**config.mk**
```make
export PLATFORM = sky130hd
export DESIGN_NAME = tt_cpu_top
export DESIGN_NICKNAME = d
export VERILOG_FILES = /design/src/rtl/cpu_pkg.sv /design/src/rtl/bus_pkg.sv /design/src/rtl/cpu_alu.sv /design/src/rtl/cpu_regfile.sv /design/src/rtl/cpu_core.sv /design/src/rtl/byte_bus_handler.sv /design/src/rtl/tt_cpu_top.sv
export SDC_FILE = /design/constraint.sdc
export NUM_CORES = 1
export LEC_CHECK = 0
export BUFFER_PORTS_ARGS = -buffer_cell sky130_fd_sc_hd__buf_2
export CAP_MARGIN = 5
export CORE_MARGIN = 5
export CORE_UTILIZATION = 25
export CTS_BUF_LIST = sky130_fd_sc_hd__clkbuf_2
export DETAILED_ROUTE_END_ITERATION = 10
export PLACE_DENSITY = 0.39
export SKIP_CTS_REPAIR_TIMING = 1
export SLEW_MARGIN = 30
export SYNTH_ARGS = -nofsm -noshare
export SYNTH_HDL_FRONTEND = slang
export SYNTH_SLANG_ARGS = --single-unit
```
**constraint.sdc**
```tcl
create_clock -name clk -period 21.3 [get_ports clk]
set_clock_uncertainty 0.05 [all_clocks]
set_input_delay 4.26 -clock clk [delete_from_list [all_inputs] [get_ports clk]]
set_output_delay 4.26 -clock clk [all_outputs]
set_load 0.02 [all_outputs]
```
**src/rtl/cpu_pkg.sv**
```systemverilog
// CPU package with instruction field layout, opcodes and core FSM states
package cpu_pkg;

  localparam int WORD_W     = 32;
  localparam int OPCODE_W   = 4;
  localparam int REG_ADDR_W = 3;
  localparam int IMM_W      = 16;
  localparam int NUM_REGS   = 8;

  localparam int OPCODE_LSB = 28;  // Bits 31:28
  localparam int RD_LSB     = 25;  // Bits 27:25
  localparam int RS1_LSB    = 22;  // Bits 24:22
  localparam int RS2_LSB    = 19;  // Bits 21:19

  typedef logic [WORD_W-1:0]     word_t;
  typedef logic [REG_ADDR_W-1:0] reg_addr_t;

  typedef enum logic [OPCODE_W-1:0] {
    OP_ADD  = 4'd0,
    OP_SUB  = 4'd1,
    OP_AND  = 4'd2,
    OP_OR   = 4'd3,
    OP_XOR  = 4'd4,
    OP_ADDI = 4'd5,
    OP_LUI  = 4'd6,
    OP_LW   = 4'd7,
    OP_SW   = 4'd8,
    OP_BEQ  = 4'd9,
    OP_JMP  = 4'd10,
    OP_HALT = 4'd11
  } opcode_t;

  typedef enum logic [2:0] {
    FETCH, DECODE, EXECUTE, MEM, WRITEBACK, HALTED
  } core_state_t;

endpackage

```
**src/rtl/bus_pkg.sv**
```systemverilog
// Byte-serial bus package with frame phases and request flag positions
package bus_pkg;

  // One frame is latch, four output phases, four input phases
  typedef enum logic [3:0] {
    PH_LATCH = 4'd0,
    PH_OUT0  = 4'd1,
    PH_OUT1  = 4'd2,
    PH_OUT2  = 4'd3,
    PH_OUT3  = 4'd4,
    PH_IN0   = 4'd5,
    PH_IN1   = 4'd6,
    PH_IN2   = 4'd7,
    PH_IN3   = 4'd8
  } bus_phase_t;

  localparam int FRAME_LEN = 9;

  localparam int REQ_VALID_BIT = 31;  // Set when the frame carries a request
  localparam int REQ_WRITE_BIT = 30;  // Set for stores

endpackage

```
**src/rtl/cpu_alu.sv**
```systemverilog
// Combinational ALU for the CPU core, operation chosen by opcode
`timescale 1ns/1ns

module cpu_alu (
  input  cpu_pkg::opcode_t op,
  input  cpu_pkg::word_t   a,
  input  cpu_pkg::word_t   b,
  output cpu_pkg::word_t   result,
  output logic             equal
);
  import cpu_pkg::*;

  always_comb begin
    case (op)
      OP_SUB:  result = a - b;
      OP_AND:  result = a & b;
      OP_OR:   result = a | b;
      OP_XOR:  result = a ^ b;
      OP_LUI:  result = b;              // Operand already shifted up
      default: result = a + b;          // ADD, ADDI and load/store address
    endcase
  end

  assign equal = (a == b);  // BEQ compare

endmodule

```
**src/rtl/cpu_regfile.sv**
```systemverilog
// Eight-entry register file, two read ports, one write port, r0 tied to zero
`timescale 1ns/1ns

module cpu_regfile (
  input  logic               clk,
  input  logic               arst_n,
  input  cpu_pkg::reg_addr_t rs1_addr,
  input  cpu_pkg::reg_addr_t rs2_addr,
  output cpu_pkg::word_t     rs1_data,
  output cpu_pkg::word_t     rs2_data,
  input  logic               we,
  input  cpu_pkg::reg_addr_t rd_addr,
  input  cpu_pkg::word_t     rd_data
);
  import cpu_pkg::*;

  word_t regs [1:NUM_REGS-1];  // No storage for r0

  always_ff @(posedge clk or negedge arst_n) begin
    if (!arst_n) begin
      for (int i = 1; i < NUM_REGS; i++) begin
        regs[i] <= '0;
      end
    end else if (we && (rd_addr != '0)) begin
      regs[rd_addr] <= rd_data;  // Writes to r0 are dropped
    end
  end

  assign rs1_data = (rs1_addr == '0) ? '0 : regs[rs1_addr];
  assign rs2_data = (rs2_addr == '0) ? '0 : regs[rs2_addr];

endmodule

```
**src/rtl/cpu_core.sv**
```systemverilog
// Multi-cycle CPU core, fetch to writeback FSM with a level memory request
`timescale 1ns/1ns

module cpu_core #(
  parameter cpu_pkg::word_t RESET_PC = '0
) (
  input  logic           clk,
  input  logic           arst_n,
  output logic           mem_req,
  output logic           mem_write,
  output cpu_pkg::word_t mem_addr,
  output cpu_pkg::word_t mem_wdata,
  input  logic           mem_done,
  input  cpu_pkg::word_t mem_rdata
);
  import cpu_pkg::*;

  core_state_t      state;
  word_t            pc;
  word_t            ir;
  opcode_t          op_q;
  reg_addr_t        rd_q;
  word_t            rs1_q;
  word_t            rs2_q;
  word_t            imm_q;
  word_t            res_q;
  logic             eq_q;

  opcode_t          dec_op;
  reg_addr_t        dec_rs1;
  reg_addr_t        dec_rs2;
  logic [IMM_W-1:0] dec_imm;
  word_t            imm_sext;
  word_t            rf_rs1_data;
  word_t            rf_rs2_data;
  word_t            alu_b;
  word_t            alu_result;
  logic             alu_equal;
  logic             use_imm;
  logic             rf_we;
  word_t            pc_plus4;

  // Instruction fields
  assign dec_op   = opcode_t'(ir[OPCODE_LSB +: OPCODE_W]);
  assign dec_rs1  = ir[RS1_LSB +: REG_ADDR_W];
  assign dec_rs2  = ir[RS2_LSB +: REG_ADDR_W];
  assign dec_imm  = ir[IMM_W-1:0];
  assign imm_sext = {{(WORD_W-IMM_W){dec_imm[IMM_W-1]}}, dec_imm};

  cpu_regfile u_regfile (
    .clk      (clk),
    .arst_n   (arst_n),
    .rs1_addr (dec_rs1),
    .rs2_addr (dec_rs2),
    .rs1_data (rf_rs1_data),
    .rs2_data (rf_rs2_data),
    .we       (rf_we),
    .rd_addr  (rd_q),
    .rd_data  (res_q)
  );

  assign use_imm = (op_q == OP_ADDI) || (op_q == OP_LUI) ||
                   (op_q == OP_LW)   || (op_q == OP_SW);
  assign alu_b   = use_imm ? imm_q : rs2_q;

  cpu_alu u_alu (
    .op     (op_q),
    .a      (rs1_q),
    .b      (alu_b),
    .result (alu_result),
    .equal  (alu_equal)
  );

  assign rf_we = (state == WRITEBACK) &&
                 (op_q inside {OP_ADD, OP_SUB, OP_AND, OP_OR, OP_XOR,
                               OP_ADDI, OP_LUI, OP_LW});

  assign pc_plus4 = pc + 32'd4;

  // Core addresses are bytes, the bus carries word indices
  assign mem_addr  = (state == MEM) ? word_t'(res_q[WORD_W-1:2]) : word_t'(pc[WORD_W-1:2]);
  assign mem_write = (state == MEM) && (op_q == OP_SW);
  assign mem_wdata = rs2_q;  // Store data from rs2

  always_ff @(posedge clk or negedge arst_n) begin
    if (!arst_n) begin
      state   <= FETCH;
      pc      <= RESET_PC;
      mem_req <= 1'b0;
    end else begin
      case (state)
        FETCH: begin
          if (mem_done) begin
            mem_req <= 1'b0;
            ir      <= mem_rdata;
            state   <= DECODE;
          end else begin
            mem_req <= 1'b1;  // Held until done
          end
        end
        DECODE: begin
          op_q  <= dec_op;
          rd_q  <= ir[RD_LSB +: REG_ADDR_W];
          rs1_q <= rf_rs1_data;
          rs2_q <= rf_rs2_data;
          imm_q <= (dec_op == OP_LUI) ? {dec_imm, {(WORD_W-IMM_W){1'b0}}} : imm_sext;
          state <= (dec_op == OP_HALT) ? HALTED : EXECUTE;
        end
        EXECUTE: begin
          res_q <= alu_result;
          eq_q  <= alu_equal;
          state <= ((op_q == OP_LW) || (op_q == OP_SW)) ? MEM : WRITEBACK;
        end
        MEM: begin
          if (mem_done) begin
            mem_req <= 1'b0;
            if (op_q == OP_LW) begin
              res_q <= mem_rdata;  // Loaded word goes to writeback
            end
            state <= WRITEBACK;
          end else begin
            mem_req <= 1'b1;
          end
        end
        WRITEBACK: begin
          case (op_q)
            OP_BEQ:  pc <= eq_q ? pc_plus4 + {imm_q[WORD_W-3:0], 2'b00} : pc_plus4;
            OP_JMP:  pc <= word_t'({imm_q[IMM_W-1:0], 2'b00});  // Absolute word target
            default: pc <= pc_plus4;
          endcase
          state <= FETCH;
        end
        HALTED: begin
          mem_req <= 1'b0;  // Parked for good
        end
        default: begin
          state <= FETCH;
        end
      endcase
    end
  end

endmodule

```
**src/rtl/byte_bus_handler.sv**
```systemverilog
// Nine-phase byte-serial bus engine between the core and the 8-bit chip pins
`timescale 1ns/1ns

module byte_bus_handler (
  input  logic           clk,
  input  logic           arst_n,
  input  logic           mem_req,
  input  logic           mem_write,
  input  cpu_pkg::word_t mem_addr,
  input  cpu_pkg::word_t mem_wdata,
  output logic           mem_done,
  output cpu_pkg::word_t mem_rdata,
  output logic [7:0]     uo_out,
  output logic [7:0]     uio_out,
  output logic [7:0]     uio_oe,
  input  logic [7:0]     uio_in
);
  import cpu_pkg::*;
  import bus_pkg::*;

  bus_phase_t phase;
  logic       take_req;
  logic       active_q;
  word_t      addr_q;
  word_t      data_q;
  word_t      rdata_sh;
  logic       out_phase;
  logic       in_phase;
  logic [1:0] lane;

  // A request still held in the done cycle was already served
  assign take_req = mem_req && !mem_done;

  assign out_phase = phase inside {PH_OUT0, PH_OUT1, PH_OUT2, PH_OUT3};
  assign in_phase  = phase inside {PH_IN0, PH_IN1, PH_IN2, PH_IN3};
  assign lane      = 2'(phase - PH_OUT0);  // Byte index during output phases

  always_ff @(posedge clk or negedge arst_n) begin
    if (!arst_n) begin
      phase    <= PH_LATCH;
      active_q <= 1'b0;
      mem_done <= 1'b0;
    end else begin
      if (phase == bus_phase_t'(FRAME_LEN - 1)) begin
        phase <= PH_LATCH;
      end else begin
        phase <= bus_phase_t'(phase + 1'b1);
      end
      if (phase == PH_LATCH) begin
        active_q <= take_req;
      end
      mem_done <= (phase == PH_IN3) && active_q;  // Lands with the return to PH_LATCH
    end
  end

  always_ff @(posedge clk) begin
    if (phase == PH_LATCH) begin
      addr_q                <= mem_addr;
      addr_q[REQ_VALID_BIT] <= take_req;
      addr_q[REQ_WRITE_BIT] <= take_req && mem_write;
      data_q                <= mem_wdata;
    end
    if (in_phase) begin
      rdata_sh <= {uio_in, rdata_sh[WORD_W-1:8]};  // Low byte arrives first
    end
  end

  assign mem_rdata = rdata_sh;

  assign uo_out  = out_phase ? addr_q[lane*8 +: 8] : 8'h00;
  assign uio_out = out_phase ? data_q[lane*8 +: 8] : 8'h00;
  assign uio_oe  = out_phase ? 8'hFF : 8'h00;  // Pins released for the read bytes

endmodule

```
**src/rtl/tt_cpu_top.sv**
```systemverilog
// Chip top level joining the CPU core to the byte-serial pin bus
`timescale 1ns/1ns

module tt_cpu_top #(
  parameter cpu_pkg::word_t RESET_PC = '0
) (
  input  logic [7:0] ui_in,
  output logic [7:0] uo_out,
  input  logic [7:0] uio_in,
  output logic [7:0] uio_out,
  output logic [7:0] uio_oe,
  input  logic       ena,
  input  logic       clk,
  input  logic       arst_n
);
  import cpu_pkg::*;

  logic  mem_req;
  logic  mem_write;
  word_t mem_addr;
  word_t mem_wdata;
  logic  mem_done;
  word_t mem_rdata;

  cpu_core #(
    .RESET_PC (RESET_PC)
  ) u_core (
    .clk       (clk),
    .arst_n    (arst_n),
    .mem_req   (mem_req),
    .mem_write (mem_write),
    .mem_addr  (mem_addr),
    .mem_wdata (mem_wdata),
    .mem_done  (mem_done),
    .mem_rdata (mem_rdata)
  );

  byte_bus_handler u_bus (
    .clk       (clk),
    .arst_n    (arst_n),
    .mem_req   (mem_req),
    .mem_write (mem_write),
    .mem_addr  (mem_addr),
    .mem_wdata (mem_wdata),
    .mem_done  (mem_done),
    .mem_rdata (mem_rdata),
    .uo_out    (uo_out),
    .uio_out   (uio_out),
    .uio_oe    (uio_oe),
    .uio_in    (uio_in)
  );

endmodule

```
==> results of run 1 <==
==> registers in the layout (all words and copies together), names as in the netlist <==
signal and flops:
u_core.mem_wdata 32, u_bus.phase 4, u_core.ir 29, u_core.res_q 32
u_core.eq_q 1, u_core.rd_q 3, u_core.op_q 4, u_core.imm_q 32
u_bus.data_q 32, u_core.pc 30, u_bus.active_q 1, u_core.state 3
u_bus.mem_rdata 32, u_core.u_regfile.regs 224, u_bus.mem_done 1, u_core.mem_req 1
u_core.rs1_q 32, u_bus.addr_q 32
==> placed cells by master (no fill, tap or decap), types with 28 or more instances in the layout <==
master      n
mux2_2    326
dfrtp_1   264
edfxtp_1  261
clkbuf_2  240
nand2_1   175
a21oi_1   171
nor2_1    167
inv_1     144
ha_1      129
o21ai_0   115
mux4_2     80
a221oi_1   68
a22oi_1    53
nor2b_1    43
buf_4      41
xnor2_1    40
mux2i_1    34
buf_2      32
nor3_1     30
a21o_1     28
clkinv_1   28
==> worst max path at each step <==
stage,end,cells past startpoint,from
floorplan,u_core.ir[0],1,arst_n
global placement,uio_out[1],9,u_bus.phase[0]
detailed placement,uio_out[1],9,u_bus.phase[0]
CTS,uio_out[1],9,u_bus.phase[0]
global route,uio_out[3],9,u_bus.phase[0]
finish,uio_out[1],9,u_bus.phase[0]
==> through the flow <==
stage	hold slack, ns	util, %	total power, µW	setup slack (ns)	instances
global placement	0.374	26.8	1330	14.26	4188
floorplan	0.350	-	1270	13.48	2663
finish	0.383	28.0	2110	12.99	4482
global route	0.398	28.0	2240	12.47	4479
CTS	0.389	28.0	2160	12.56	4473
detailed placement	0.363	26.8	1330	14.22	4188
==> final cells by class <==
| type | instances | area share [%] |
|---|---|---|
| clock inverter | 45 | 0.727 |
| sequential | 525 | 42.4 |
| tap | 1625 | 5.96 |
| inverter | 145 | 1.60 |
| timing repair buffer | 79 | 1.63 |
| clock buffer | 240 | 3.52 |
| multi-input combinational | 1815 | 44.1 |
| antenna | 8 | 0.0587 |
==> layer usage <==
metal	global-route usage, %	up-vias
met4	6.34	2
met1	24.4	12000
li1	-	10200
met5	0	-
met2	27.1	768
met3	3.01	179
==> kinds of logic after synthesis <==
family	Yosys count	synth area share, %
adder cells (fa/ha/maj)	132	5.47
multiplexers	440	19.0
AO/OA/AOI/OAI	634	14.1
buffers and inverters	323	4.12
XOR/XNOR	64	1.83
AND/OR/NAND/NOR	545	8.26
flip-flops	525	47.2
==> power by group <==
part / total [µW] / switching, µW / internal (µW)
clock network: 797 / 472 / 324
logic: 191 / 101 / 90.2
registers: 1120 / 35.5 / 1090
total: 2110 / 609 / 1500
==> results.md, run 1 <==
- DR WL/cell: 25.8 µm
- Vias in the first global route: 23700
- Nets: 2871
- Crit path launch type: flip-flop
- Hold Crit Endpoint: u_core.rd_q[0]
- Final setup fails: 0
- GRT Total Usage: 17.4%
- Hold depth: 0
- FF+latch count, synth: 525
- Predominant post-synthesis flop cell: dfrtp_1
- Share of the synthesized area in the top cell type: 25.6%
- Post-route ant nets: 0
- Clk root buf: clkbuf_2
- Largest net degree at the start of global routing: 127
- Die height: 360 µm
- DRC violations left: 0
- CTS Buf Count: 154
- Cell with the most instances after synthesis: mux2_2
- Biggest area consumer among synthesized cells: edfxtp_1
- Max Slew Vio Count: 0
- CTS tree: built
- GP Congestion: 0.880
- Crit path buf inv count: 4
- Slowest CP cell: buf_4
- DR iter-0 viols: 1825
- Row cnt: 128
- Slew headroom: 35.6%
- Synth top area cells: edfxtp_1 (26%), dfrtp_1 (22%), mux2_2 (12%)
- Post-Synthesis Cells: 2663
- Wire length on met3: 6.35 mm
- R2R Setup Slk: 15.29 ns
- Hold/Removal Path Class: reg -> reg
- Clock Sinks: 525
- Max_cap viols: 0
- Register Area: 14400 µm²
- Num ports: 43
- Status: finished clean
- Drt first pass iters: 8
- Worst Setup End Kind: output pin
- Layout cell share with drive strength beyond 1: 27.9%
- First-pass GRT wire length: 167 mm
- Antenna violations before repair: 15
- Hold path start: u_core.ir[25]
- Number of flops mapped to enable cells by yosys: 261
- Final instance area: 34100 µm²
- Final Cycle Share: 39.0%
- Critical Path RT: 16.99 ns
- Fin Setup TNS: 0 ns
- Pwr dens: 61.9 nW/µm²
- Die ar.: 129000 µm²
- Fillers: 12800
- Maximum level of the CTS H-tree: 4
- Placeable Area: 122000 µm²
- Sequential element share of the synthesized area: 47.2%
- Worst Max-Slew Pin Slew: 0.966 ns
- Final wirelength: 116 mm
- CP delay by family, top: buffers and inverters
- Critical path's most frequent cell: buf_4
- Port Buf Inserts: 33
- Met1 WL: 53.2 mm
- Number of warnings issued by yosys: 0
- Worst-case clock buffer depth: 3
- Vias: 23200
- Final hold vios: 0
- Grt ovf: 0
- Placed cell area: 32600 µm²
- Synth Cell Area: 30600 µm²
- R2R depth: 18
- Met2 wire length: 52.3 mm
- Synthesized area per cell: 11.5 µm²
- P&R area growth vs syn: 11.4%
- Clock slew at reported path FFs: 0.09 ns
- P_leak: 0.0140 µW
- Critical R2R Capture: u_core.res_q[30]
- Post-synth net total: 2814
- Initial core utilization: 25.1%
- Peak supply drop: 0.0000293 V
- Max FO, Critical Path: 21
- Yosys cell types: 91
- CP peak stage delay: 0.48 ns
- CP Cell Sequence: buf_4 > inv_1 > ha_1 > nor3_1 > o21ai_0 > nand2b_1 > buf_4 > nor2b_1 > buf_2
- Highest routed layer: met5
- Final critical-path required period: 8.31 ns
- Dpl hpwl: 78.8 mm
- Skew-Pair Late Insertion Delay: 1.37 ns
- Synth async-reset ratio: 50.3%
- Peak Freq: 120 MHz
- Crit path DAT: 4.00 ns
- Setup Crit Path Kind: reg -> out
- Worst flop-to-flop path startpoint: u_core.op_q[2]
- Vias per inst: 5.17
- Synth cell count leaders: mux2_2 (326), dfrtp_1 (264), edfxtp_1 (261)
- RSZ-0062 raised after global routing: false
- Die width: 360 µm
- Area of the multi-input gates: 15000 µm²
(Power assumes the default switching activity.)
==> inputs of run 2 (changes only) <==
- PLACE_DENSITY: 0.39 -> 0.4
- clock period: 21.3 -> 7.4 ns (I/O delays scaled with it)
==> run 2 against run 1 <==
  * Worst hold slack lost 0.17 ns
  * Sequential power rose to 2.9 times the previous value
  * Design area is 0.14% higher
  * First-iteration DRC count is 11% higher
  * Largest cell class unchanged
==> results.md, run 2 (same netlist as run 1, synthesis figures left out) <==
- CTS tree: built
- Row cnt: 128
- Final critical-path required period: 6.06 ns
- DR WL/cell: 25.5 µm
- Clk root buf: clkbuf_2
- Hold/Removal Path Class: in -> reg
- Peak supply drop: 0.000135 V
- Die height: 360 µm
- Status: finished clean
- Crit path launch type: flip-flop
- Skew-Pair Late Insertion Delay: 1.45 ns
- RSZ-0062 raised after global routing: false
- Worst flop-to-flop path startpoint: u_core.op_q[2]
- Layout cell share with drive strength beyond 1: 27.4%
- Critical Path RT: 8.53 ns
- P&R area growth vs syn: 11.6%
- P_leak: 0.0140 µW
- Die ar.: 129000 µm²
- Worst Max-Slew Pin Slew: 1.00 ns
- Most flops, register: u_core.u_regfile.regs
- First-pass GRT wire length: 166 mm
- Largest net degree at the start of global routing: 124
- Nets: 2870
- Crit path DAT: 7.20 ns
- Vias: 22900
- Num ports: 43
- Worst setup path startpoint: u_core.op_q[2]
- Vias in the first global route: 23700
- Worst Setup End Kind: flip-flop
- Clock slew at reported path FFs: 0.11 ns
- Vias per inst: 5.12
- GRT Total Usage: 17.2%
- Maximum level of the CTS H-tree: 4
- R2R depth: 17
- Final Cycle Share: 81.9%
- Max FO, Critical Path: 19
- Initial core utilization: 25.1%
- Hold path start: uio_in[7]
- Clock Sinks: 525
- Max_cap viols: 0
- R2R Setup Slk: 1.34 ns
- Die width: 360 µm
- Pwr dens: 180 nW/µm²
- Max Slew Vio Count: 0
- Most frequent cells in the layout: mux2_2 (326), dfrtp_1 (264), edfxtp_1 (261)
- Critical R2R Capture: u_core.res_q[30]
- Max FFs per register: 224
- Slew headroom: 33.1%
- Peak Freq: 165 MHz
- Fillers: 12700
- Worst-case clock buffer depth: 3
- Dpl hpwl: 79.2 mm
- Hold depth: 1
- GP Congestion: 0.883
- Final hold vios: 0
- Final setup fails: 0
- Antenna violations before repair: 15
- Final Power: 6140 µW
- Final wirelength: 114 mm
- Port Buf Inserts: 33
- Placeable Area: 122000 µm²
- Drt first pass iters: 7
- Post-route ant nets: 0
- Commonest non-fill, non-tap cell in the layout: mux2_2
- CTS Buf Count: 151
- Grt ovf: 0
- Fin Setup TNS: 0 ns
- Setup Crit Path Kind: reg -> reg
- DRC violations left: 0
- Critical path endpoint: u_core.res_q[30]
- DR iter-0 viols: 2034
## run 2: power by group
group          total (µW)  switching, µW  internal (µW)
Combinational         548            288            260
Clock                2370           1380            989
Sequential           3230           96.6           3130
## run 2: metrics by stage
stage	hold slack [ns]	worst slack, ns	instance area [µm²]	instances	utilization [%]
4_1_cts	-0.323	1.16	34100	4464	28.0
3_5_place_dp	0.357	1.39	32600	4189	26.8
3_3_place_gp	0.357	1.44	32600	4189	26.8
6_report	0.209	1.34	34100	4482	28.0
5_1_grt	0.0413	1.03	34100	4475	28.0
2_1_floorplan	0.350	0.558	30600	2663	-
## run 2: worst min-delay path by stage
stage,endpoint,slack [ns]
3_3_place_gp,u_core.rd_q[1],0.36
2_1_floorplan,u_core.rd_q[0],0.35
5_1_grt,u_bus.mem_rdata[31],0.04
4_1_cts,u_core.u_regfile.regs[103],-0.32
6_report,u_bus.mem_rdata[31],0.21
3_5_place_dp,u_core.rd_q[1],0.36
## run 2: metal layers
metal | GRT usage [%] | routed length, µm
met3 | 3.01 | 6610
met5 | 0 | 0
met2 | 27.3 | 52300
met1 | 23.6 | 51800
met4 | 6.68 | 3690
## run 2: final cells by class
class                   count  area [µm²]  share of cell area (%)
multi-input cells        1815       15000                    44.1
clock buffers             223        1120                    3.27
repair buffers             81         562                    1.65
clock inverters            52         357                    1.04
well taps                1625        2030                    5.96
inverters                 145         544                    1.59
diodes                     16        40.0                   0.117
flip-flops and latches    525       14400                    42.3
## run 2: critical path, cell delays in order, from the launching register on
cell and delay [ns]:
edfxtp_1 0.57, nor3_1 0.50, nand2_1 0.19, and2_2 0.54, mux2i_1 0.40, inv_1 0.11
ha_1 0.25, fa_1 0.46, a21oi_1 0.28, o21ai_1 0.21, a31oi_1 0.30, a21oi_1 0.26
a41o_1 0.38, a41oi_1 0.38, a21oi_1 0.17, a21oi_1 0.26, nor4b_1 0.09, o32a_1 0.36
